### src/common/exu_config.svh
`ifndef EXU_CONFIG_SVH
`define EXU_CONFIG_SVH

// datapath width
`define XLEN 64

// shift amount taken from the low bits of operand b
`define SHAMT_W 6

// multiplier bits retired per cycle, XLEN / this = multiply latency
`define MUL_STEP_BITS 2

`endif

### src/common/exu_pkg.sv
package exu_pkg;

    // execute unit operations
    typedef enum logic [4:0] {
        ADD,
        SUB,
        PASS_A,
        PASS_B,
        XOR,
        OR,
        AND,
        SLL,
        SRL,
        SRA,
        SLT,
        SLTU,
        EQ,
        GE,
        GEU,
        // multi-cycle, handled by the sequential units
        MUL,
        DIV,
        DIVU,
        REM,
        REMU
    } alu_op_e;

    // first operand source
    typedef enum logic {
        SRC_A_PC,
        SRC_A_RS1
    } src_a_e;

    // second operand source
    typedef enum logic [1:0] {
        SRC_B_IMM,
        SRC_B_RS2,
        SRC_B_CSR
    } src_b_e;

    // operation code sent to a sequential unit
    typedef enum logic [2:0] {
        MD_MUL,
        MD_DIV,
        MD_DIVU,
        MD_REM,
        MD_REMU
    } md_op_e;

    // stall controller for multi-cycle ops
    typedef enum logic [1:0] {
        IDLE,
        BUSY,
        DONE
    } issue_state_e;

endpackage

### src/common/muldiv_if.sv
`timescale 1ns/1ps
`include "exu_config.svh"

interface muldiv_if;

    logic             start;
    logic             abort;
    exu_pkg::md_op_e  op;
    logic [`XLEN-1:0] a;
    logic [`XLEN-1:0] b;
    logic             done;
    logic [`XLEN-1:0] result;

    // alu core side
    modport requester (
        output start, abort, op, a, b,
        input  done, result
    );

    // sequential unit side
    modport unit (
        input  start, abort, op, a, b,
        output done, result
    );

endinterface

### src/muldiv/seq_divider.sv
`timescale 1ns/1ps
`include "exu_config.svh"

module seq_divider (
    input  logic    clk,
    input  logic    arst_n,
    muldiv_if.unit  bus
);

    localparam int CNT_W = $clog2(`XLEN + 1);
    localparam logic [`XLEN-1:0] MIN_VAL = {1'b1, {(`XLEN-1){1'b0}}};

    logic             busy;
    logic [CNT_W-1:0] count;
    logic             fix_cycle;
    exu_pkg::md_op_e  op_q;
    logic             is_signed;
    logic             neg_a;
    logic             neg_b;
    logic [`XLEN-1:0] dividend;
    logic [`XLEN-1:0] divisor;
    logic [`XLEN-1:0] quo;
    logic [`XLEN-1:0] rem;
    logic             neg_q;
    logic             neg_r;
    logic             div_zero;
    logic             ovf;
    logic [`XLEN:0]   rem_shift;
    logic [`XLEN:0]   diff;
    logic [`XLEN-1:0] q_fix;
    logic [`XLEN-1:0] r_fix;

    assign is_signed = bus.op inside {exu_pkg::MD_DIV, exu_pkg::MD_REM};
    assign neg_a = is_signed && bus.a[`XLEN-1];
    assign neg_b = is_signed && bus.b[`XLEN-1];

    // one restoring step, next dividend bit comes from the quotient shifter
    assign rem_shift = {rem, quo[`XLEN-1]};
    assign diff = rem_shift - {1'b0, divisor};

    assign fix_cycle = (count == CNT_W'(`XLEN));

    always_comb begin
        if (div_zero) begin
            q_fix = '1;
            r_fix = dividend;
        end else if (ovf) begin
            q_fix = dividend;
            r_fix = '0;
        end else begin
            q_fix = neg_q ? -quo : quo;
            r_fix = neg_r ? -rem : rem;
        end
    end

    always_ff @(posedge clk or negedge arst_n) begin
        if (!arst_n) begin
            busy <= 1'b0;
            count <= '0;
            bus.done <= 1'b0;
        end else begin
            bus.done <= 1'b0;
            if (bus.abort) begin
                busy <= 1'b0;
                count <= '0;
            end else if (!busy) begin
                if (bus.start) begin
                    busy <= 1'b1;
                    count <= '0;
                end
            end else if (fix_cycle) begin
                busy <= 1'b0;
                bus.done <= 1'b1;
            end else begin
                count <= count + 1'b1;
            end
        end
    end

    always_ff @(posedge clk) begin
        if (!busy && bus.start) begin
            op_q <= bus.op;
            dividend <= bus.a;
            divisor <= neg_b ? -bus.b : bus.b;
            quo <= neg_a ? -bus.a : bus.a;
            rem <= '0;
            neg_q <= neg_a ^ neg_b;
            // remainder takes the dividend's sign
            neg_r <= neg_a;
            div_zero <= (bus.b == '0);
            ovf <= is_signed && (bus.a == MIN_VAL) && (bus.b == '1);
        end else if (busy) begin
            if (fix_cycle) begin
                if ((op_q == exu_pkg::MD_REM) || (op_q == exu_pkg::MD_REMU)) begin
                    bus.result <= r_fix;
                end else begin
                    bus.result <= q_fix;
                end
            end else if (!diff[`XLEN]) begin
                rem <= diff[`XLEN-1:0];
                quo <= {quo[`XLEN-2:0], 1'b1};
            end else begin
                rem <= rem_shift[`XLEN-1:0];
                quo <= {quo[`XLEN-2:0], 1'b0};
            end
        end
    end

endmodule

### src/muldiv/seq_multiplier.sv
`timescale 1ns/1ps
`include "exu_config.svh"

module seq_multiplier (
    input  logic    clk,
    input  logic    arst_n,
    muldiv_if.unit  bus
);

    localparam int STEPS = `XLEN / `MUL_STEP_BITS;
    localparam int CNT_W = $clog2(STEPS);

    logic             busy;
    logic [CNT_W-1:0] step;
    logic [`XLEN-1:0] mcand;
    logic [`XLEN-1:0] mplier;
    logic [`XLEN-1:0] acc;
    logic [`XLEN-1:0] partial;
    logic [`XLEN-1:0] acc_next;
    logic             last_step;

    // shifted copies of the multiplicand for the current digit
    always_comb begin
        partial = '0;
        for (int i = 0; i < `MUL_STEP_BITS; i++) begin
            if (mplier[i]) begin
                partial = partial + (mcand << i);
            end
        end
        acc_next = acc + partial;
    end

    assign last_step = (step == CNT_W'(STEPS - 1));

    always_ff @(posedge clk or negedge arst_n) begin
        if (!arst_n) begin
            busy <= 1'b0;
            step <= '0;
            bus.done <= 1'b0;
        end else begin
            bus.done <= 1'b0;
            if (bus.abort) begin
                busy <= 1'b0;
                step <= '0;
            end else if (!busy) begin
                if (bus.start) begin
                    busy <= 1'b1;
                    step <= '0;
                end
            end else begin
                step <= step + 1'b1;
                if (last_step) begin
                    busy <= 1'b0;
                    bus.done <= 1'b1;
                end
            end
        end
    end

    // operands and accumulator
    always_ff @(posedge clk) begin
        if (!busy && bus.start) begin
            mcand <= bus.a;
            mplier <= bus.b;
            acc <= '0;
        end else if (busy) begin
            mcand <= mcand << `MUL_STEP_BITS;
            mplier <= mplier >> `MUL_STEP_BITS;
            acc <= acc_next;
            if (last_step) begin
                bus.result <= acc_next;
            end
        end
    end

endmodule

### src/source/alu_core.sv
`timescale 1ns/1ps
`include "exu_config.svh"

module alu_core (
    input  logic                  clk,
    input  logic                  arst_n,
    input  logic                  flush,
    input  logic [`XLEN-1:0]      pc,
    input  logic [`XLEN-1:0]      rs1,
    input  logic [`XLEN-1:0]      rs2,
    input  logic [`XLEN-1:0]      csr,
    input  logic [`XLEN-1:0]      imm,
    input  exu_pkg::alu_op_e      operate,
    input  exu_pkg::src_a_e       sel_a,
    input  exu_pkg::src_b_e       sel_b,
    input  logic                  word_mode,
    output logic [`XLEN-1:0]      res,
    output logic                  alu_wait,
    muldiv_if.requester           mul_bus,
    muldiv_if.requester           div_bus
);

    logic [`XLEN-1:0]      a;
    logic [`XLEN-1:0]      b;
    logic [`SHAMT_W-1:0]   shamt;
    logic                  is_div;
    logic                  is_muldiv;
    logic                  issue;
    logic                  use_div;
    logic                  unit_done;
    logic [`XLEN-1:0]      unit_result;
    exu_pkg::md_op_e       md_op;
    exu_pkg::issue_state_e state;

    // widen a compare flag to a full result
    function automatic logic [`XLEN-1:0] flag(input logic f);
        flag = {{(`XLEN-1){1'b0}}, f};
    endfunction

    // operand a, rs1 may be cut to its low word
    always_comb begin
        if (sel_a == exu_pkg::SRC_A_RS1) begin
            a = word_mode ? {{(`XLEN-32){1'b0}}, rs1[31:0]} : rs1;
        end else begin
            a = pc;
        end
    end

    always_comb begin
        case (sel_b)
            exu_pkg::SRC_B_RS2: b = rs2;
            exu_pkg::SRC_B_CSR: b = csr;
            default:            b = imm;
        endcase
    end

    assign shamt = b[`SHAMT_W-1:0];

    assign is_div = operate inside {exu_pkg::DIV, exu_pkg::DIVU, exu_pkg::REM, exu_pkg::REMU};
    assign is_muldiv = is_div || (operate == exu_pkg::MUL);

    always_comb begin
        case (operate)
            exu_pkg::DIV:  md_op = exu_pkg::MD_DIV;
            exu_pkg::DIVU: md_op = exu_pkg::MD_DIVU;
            exu_pkg::REM:  md_op = exu_pkg::MD_REM;
            exu_pkg::REMU: md_op = exu_pkg::MD_REMU;
            default:       md_op = exu_pkg::MD_MUL;
        endcase
    end

    // a new run only starts from idle out of reset, and never under flush
    assign issue = arst_n && (state == exu_pkg::IDLE) && is_muldiv && !flush;
    assign alu_wait = issue || (state == exu_pkg::BUSY);

    assign mul_bus.start = issue && !is_div;
    assign mul_bus.abort = (state == exu_pkg::BUSY) && flush && !use_div;
    assign mul_bus.op = md_op;
    assign mul_bus.a = a;
    assign mul_bus.b = b;

    assign div_bus.start = issue && is_div;
    assign div_bus.abort = (state == exu_pkg::BUSY) && flush && use_div;
    assign div_bus.op = md_op;
    assign div_bus.a = a;
    assign div_bus.b = b;

    assign unit_done = use_div ? div_bus.done : mul_bus.done;
    assign unit_result = use_div ? div_bus.result : mul_bus.result;

    always_ff @(posedge clk or negedge arst_n) begin
        if (!arst_n) begin
            state <= exu_pkg::IDLE;
            use_div <= 1'b0;
        end else begin
            case (state)
                exu_pkg::IDLE: begin
                    if (issue) begin
                        state <= exu_pkg::BUSY;
                        use_div <= is_div;
                    end
                end
                exu_pkg::BUSY: begin
                    if (flush) begin
                        state <= exu_pkg::IDLE;
                    end else if (unit_done) begin
                        state <= exu_pkg::DONE;
                    end
                end
                // one cycle, so a repeated muldiv op restarts
                default: state <= exu_pkg::IDLE;
            endcase
        end
    end

    always_ff @(posedge clk or negedge arst_n) begin
        if (!arst_n) begin
            res <= '0;
        end else if (is_muldiv) begin
            // flush drops a result arriving in the same cycle
            if ((state == exu_pkg::BUSY) && unit_done && !flush) begin
                res <= unit_result;
            end
        end else begin
            case (operate)
                exu_pkg::ADD:    res <= a + b;
                exu_pkg::SUB:    res <= a - b;
                exu_pkg::PASS_A: res <= a;
                exu_pkg::PASS_B: res <= b;
                exu_pkg::XOR:    res <= a ^ b;
                exu_pkg::OR:     res <= a | b;
                exu_pkg::AND:    res <= a & b;
                exu_pkg::SLL:    res <= a << shamt;
                exu_pkg::SRL:    res <= a >> shamt;
                exu_pkg::SRA: begin
                    // word sra shifts the low half, result zero-extended
                    if (word_mode) begin
                        res <= {{(`XLEN-32){1'b0}}, $signed(a[31:0]) >>> shamt};
                    end else begin
                        res <= $signed(a) >>> shamt;
                    end
                end
                exu_pkg::SLT:    res <= flag($signed(a) < $signed(b));
                exu_pkg::SLTU:   res <= flag(a < b);
                exu_pkg::EQ:     res <= flag(a == b);
                exu_pkg::GE:     res <= flag($signed(a) >= $signed(b));
                exu_pkg::GEU:    res <= flag(a >= b);
                default:         res <= res;
            endcase
        end
    end

endmodule

### src/source/exu_top.sv
`timescale 1ns/1ps
`include "exu_config.svh"

module exu_top (
    input  logic                  clk,
    input  logic                  arst_n,
    input  logic                  flush,
    input  logic [`XLEN-1:0]      pc,
    input  exu_pkg::alu_op_e      operate,
    input  logic [`XLEN-1:0]      rs1,
    input  logic [`XLEN-1:0]      rs2,
    input  logic [`XLEN-1:0]      csr,
    input  logic [`XLEN-1:0]      imm,
    input  exu_pkg::src_a_e       sel_a,
    input  exu_pkg::src_b_e       sel_b,
    input  logic                  word_mode,
    output logic [`XLEN-1:0]      res,
    output logic                  alu_wait
);

    // one bus per sequential unit
    muldiv_if mul_bus ();
    muldiv_if div_bus ();

    alu_core u_core (
        .clk       (clk),
        .arst_n    (arst_n),
        .flush     (flush),
        .pc        (pc),
        .rs1       (rs1),
        .rs2       (rs2),
        .csr       (csr),
        .imm       (imm),
        .operate   (operate),
        .sel_a     (sel_a),
        .sel_b     (sel_b),
        .word_mode (word_mode),
        .res       (res),
        .alu_wait  (alu_wait),
        .mul_bus   (mul_bus.requester),
        .div_bus   (div_bus.requester)
    );

    seq_multiplier u_mul (
        .clk    (clk),
        .arst_n (arst_n),
        .bus    (mul_bus.unit)
    );

    seq_divider u_div (
        .clk    (clk),
        .arst_n (arst_n),
        .bus    (div_bus.unit)
    );

endmodule

### config.mk
export PLATFORM = sky130hd
export DESIGN_NAME = exu_top
export DESIGN_NICKNAME = d
export VERILOG_FILES = /design/src/common/exu_pkg.sv /design/src/common/muldiv_if.sv /design/src/muldiv/seq_divider.sv /design/src/muldiv/seq_multiplier.sv /design/src/source/alu_core.sv /design/src/source/exu_top.sv
export VERILOG_INCLUDE_DIRS = /design/src /design/src/common
export SDC_FILE = /design/constraint.sdc
export NUM_CORES = 2
export LEC_CHECK = 0
export BUFFER_PORTS_ARGS = -buffer_cell sky130_fd_sc_hd__buf_2
export CAP_MARGIN = 20
export CORE_AREA = 2 2 317 319
export DETAILED_ROUTE_END_ITERATION = 7
export DIE_AREA = 0 0 319 321
export PLACE_DENSITY = 0.93
export SLEW_MARGIN = 40
export SYNTH_ARGS = -nofsm -noshare
export SYNTH_HDL_FRONTEND = slang
export SYNTH_SLANG_ARGS = --single-unit
### constraint.sdc
create_clock -name clk -period 14.2 [get_ports clk]
set_clock_uncertainty 0.2 [all_clocks]
set_input_delay 2.13 -clock clk [delete_from_list [all_inputs] [get_ports clk]]
set_output_delay 2.13 -clock clk [all_outputs]
set_load 0.02 [all_outputs]
==> results of run 1 <==
==> synthesized netlist by cell type, types with 31 or more instances <==
master / count
nand2_1: 935
a21oi_1: 815
o21ai_0: 806
nor2_1: 650
clkbuf_1: 527
edfxtp_1: 455
xnor2_1: 416
ha_1: 359
inv_1: 305
mux2i_1: 250
o211ai_1: 183
nor3_1: 174
a31oi_1: 136
a22oi_1: 134
nand3_1: 131
a21o_1: 130
dfxtp_1: 128
a211oi_1: 118
a221o_1: 111
o31ai_1: 102
and2_1: 99
o21ai_1: 99
a22o_1: 92
xor2_1: 88
dfrtp_1: 83
nand2b_1: 83
a221oi_1: 78
nand4_1: 77
buf_1: 71
o22ai_1: 69
buf_2: 68
o21bai_1: 68
nor4_1: 64
nor2b_1: 63
mux2_2: 59
or3_1: 53
nand3b_1: 44
o21a_1: 44
and3_1: 42
o221ai_1: 42
o2111ai_1: 31
==> per-stage QoR <==
| stage | hold WS (ps) | cells | instance area, um^2 | utilization, % | worst slack (ps) |
|---|---|---|---|---|---|
| detailed placement | 262 | 9949 | 70800 | 71.3 | 5630 |
| global placement | 262 | 9947 | 70700 | 71.2 | 5790 |
| CTS | 283 | 10100 | 73300 | 73.8 | 6320 |
| floorplan | 249 | 8729 | 67900 | - | 5340 |
==> per-layer routing <==
metal / overflow / global-route usage (%)
met1: 19 / 71.4
met2: 221 / 85.5
met3: 33 / 65.5
met4: 191 / 67.7
met5: 4 / 43.7
==> logic make-up after synthesis <==
kind of cell / after synthesis / share of synthesized area, %
simple gates: 2553 / 17.6
fa+ha+maj: 366 / 6.79
mux: 327 / 5.18
xor+xnor: 504 / 6.50
buf+inv: 1009 / 5.74
compound gates: 3304 / 31.3
flops: 666 / 26.9
==> run metrics, run 1 <==
post-synthesis average cell area=7.78 um^2; all-layer global routing usage=72.8%; Max Buffers Root-to-Sink=3; Die Ht=321 um; CTS Sinks=666; main flop type after synthesis=edfxtp_1; Num CTS Buffers=76; largest cells by area after synthesis=edfxtp_1 (20%), ha_1 (6.6%), a21oi_1 (6.0%); Overflow after GRT=468; I/O pin cnt=397; PortBufs=396; cell at the root of the clock tree=clkbuf_16; vias in the first global route=81200; flops & latches, synth=666; Initial Util=68.4%; Resize count post-CTS=0; largest net degree at the start of global routing=134; cts-stage hold buffer count=0; Post-Synthesis Cell Area=67900 um^2; Ys Warns=0; first-pass GRT wire length=554000 um; post-synthesis net count=9425; register area share after synthesis=26.9%; Yosys top cell area share=20.1%; Err=[ERROR GRT-0116] Global routing finished with congestion. Check the congestion regions in the DRC Viewer.; status=aborted with a tool error; ys async rst share=12.5%; last step reached=global routing (5_1_grt); Horiz. Die Dim=319 um; gpl congestion=1.53; postcts setup bufs=0; EDFF count, synth=455; post-synth cell types=108; CTS H-Tree Depth=3; HPWL after DPL=242000 um; FP Rows=116; Gate Count Post-Synth=8729; post-synth top area cell=edfxtp_1
==> inputs of run 2 (changes only) <==
--- a/config.mk
+++ b/config.mk
@@ -8,10 +8,10 @@
 export LEC_CHECK = 0
 export BUFFER_PORTS_ARGS = -buffer_cell sky130_fd_sc_hd__buf_2
 export CAP_MARGIN = 20
-export CORE_AREA = 2 2 317 319
+export CORE_AREA = 2 2 416 418
 export DETAILED_ROUTE_END_ITERATION = 7
-export DIE_AREA = 0 0 319 321
-export PLACE_DENSITY = 0.93
+export DIE_AREA = 0 0 418 420
+export PLACE_DENSITY_LB_ADDON = 0.15
 export SLEW_MARGIN = 40
 export SYNTH_ARGS = -nofsm -noshare
 export SYNTH_HDL_FRONTEND = slang
==> run metrics, run 2 <==
status=finished clean; Slew headroom=29.7%; post-route ant nets=0; Pins Over Slew Limit=0; ys async rst share=12.5% (unchanged); largest cells by area after synthesis=edfxtp_1 (20%), ha_1 (6.6%), a21oi_1 (6.0%); CTS clk-pin slew, worst paths=60 ps; CTS Sinks=666 (unchanged); Post-Synthesis Cell Area=67900 um^2 (unchanged); Post-Route Setup TNS=0 ps; antenna violations before repair=69; Tot Pwr=0.0124 W; Worst Setup Start Kind=input port; per-cell routed wire length=39.2 um; count leader, synth=nand2_1; Hold WS=278 ps; worst reg2reg startpoint=u_mul.mplier[0]$_DFFE_PP_; Tcrit/Tclk final=58.1%; Yosys top cell area share=20.1% (unchanged); MaxCap Viol Count=0; EDFF count, synth=455 (unchanged); cell at the root of the clock tree=clkbuf_16; Design Area, Final=76100 um^2; first-pass GRT wire length=588000 um; Core ar.=171000 um^2; multi-input logic area=46500 um^2; RSZ-0062 raised after global routing=no; FP Rows=152 (+31%); largest net degree at the start of global routing=122; commonest cells in the netlist=nand2_1 (935), a21oi_1 (815), o21ai_0 (806); drt drc=0; post-synth top area cell=edfxtp_1; Initial Util=39.7% (-29 points); Num CTS Buffers=86 (+13%); Max rail drop VDD=0.000107 V; Crit. Startpoint=sel_b[0]; register area share after synthesis=26.9% (unchanged); commonest non-fill, non-tap cell in the layout=nand2_1; flops & latches, synth=666 (unchanged); crit-path max FO=70; CTS tree=done; Non-Filler Instances=11200; Horiz. Die Dim=418 um (+31%); PortBufs=396 (unchanged); post-synth cell types=108 (unchanged); fill count=17400; placed cell area=72800 um^2 (+2.9%); share of cells above drive strength 1=12.7%; area grow syn2layout=12.1%; Max Buffers Root-to-Sink=3 (unchanged); Lkg Pwr=30.1 nW; vias in the first global route=70200; Pre-antenna DRT Iters=8; FF+latch area=18300 um^2; Gate Count Post-Synth=8729 (unchanged); Routed WL=438000 um; Worst EP required=14670 ps; all-layer global routing usage=48.2%; HPWL after DPL=335000 um (+39%); max frequency=0.121 GHz; Overflow after GRT=0; clock latency on the worst-skew pair=770 ps; hold_sp=u_mul.acc[20]$_SDFFE_PP0P_; Tightest Hold Check Type=register to register; Final Hold Viols=0; gpl congestion=1.14 (-25%); critical path class=input port to register; Ys Warns=0 (unchanged); DR vias=77700; via/cell ratio=6.95; postcts setup bufs=0 (unchanged); post-synthesis net count=9425 (unchanged); Critical Path AT=8720 ps; Die Ht=420 um (+31%); Min Clock Period, post-route=8250 ps; iteration-0 DRC count of the detailed router=12300; CTS H-Tree Depth=3 (unchanged); worst-margin pin slew=1050 ps; power per cell area=163 nW/um^2; cts-stage hold buffer count=0 (unchanged); # nets final=9524; total die area=176000 um^2; main flop type after synthesis=edfxtp_1; nature of the critical path endpoint=register; commonest non-fill, non-tap cells in the layout=nand2_1 (930), a21oi_1 (796), o21ai_0 (789); I/O pin cnt=397 (unchanged); dpl cells=11000 (+10%); final setup violating endpoints=0; Resize count post-CTS=0 (unchanged); post-synthesis average cell area=7.78 um^2 (unchanged)
[run 2: cell counts after synthesis]
No cell type changed its count.
[run 2: metal layers]
metal	wire [um]	GRT usage (%)	part of all wire (%)
met3	54700	18.4	12
met1	162000	57.5	37
met2	176000	67.5	40
met5	251	0	0.057
met4	44900	41.6	10
[run 2: cells by family (layout without fill, tap and decap cells)]
family	Yosys count	in the layout	synth area share, %
buffers and inverters	1009	1181	5.74
multiplexers	327	327	5.18
flip-flops	666	666	26.9
AND/OR/NAND/NOR	2553	2553	17.6
XOR/XNOR	504	504	6.50
adder cells (fa/ha/maj)	366	366	6.79
AO/OA/AOI/OAI	3304	3304	31.3
other	0	43	0
[run 2: stage by stage]
stage                     utilization, %  setup slack (ps)
final                               44.5              5950
after global routing                44.5              5690
after CTS                           44.3              6140
after global placement              42.4              5440
after floorplan                        -              5340
after detailed placement            42.6              5360
[run 2: cell type report]
type                       instances  share of cell area (%)
antenna                           43                   0.141
clock buffer                     113                    3.07
clock inverter                    48                   0.722
inverter                         339                    1.70
multi-input combinational       7054                    61.1
sequential                       666                    24.0
tap                             2233                    3.67
timing repair buffer             681                    5.60
[run 2: critical path: stages]
cell and delay, ps:
buf_2 100, inv_1 70, ha_4 490, buf_4 630, inv_2 540, o21ai_1 690, ha_1 510, nor4_1 540
o2111ai_1 290, nor2_1 180, o211ai_1 120, nand2_1 200, o211ai_1 360, o211ai_1 720, a21boi_0 310, nor3_1 240
mux2_2 360, a31oi_1 170
[run 2: power by group]
group          switching, W  total (W)  leakage, nW  internal (W)
Combinational       0.00466    0.00690         22.4       0.00225
Clock               0.00102    0.00232         1.39       0.00130
Sequential         0.000602    0.00319         6.28       0.00259
[run 2: worst paths after layout]
path | depth (start not counted) | slack, ps | end
worst min register to register | 1 | 280 | u_mul.acc[20]$_SDFFE_PP0P_
worst min-delay path | 1 | 280 | u_mul.acc[20]$_SDFFE_PP0P_
worst max register to register | 25 | 6230 | u_mul.acc[50]$_SDFFE_PP0P_
worst max-delay path | 18 | 5950 | u_core.res[62]$_DFFE_PN0P_
max in group asynchronous | 2 | 11410 | u_core.res[10]$_DFFE_PN0P_
min in group asynchronous | 1 | 1170 | u_core.res[52]$_DFFE_PN0P_
Power figures use the tool's default switching activity.
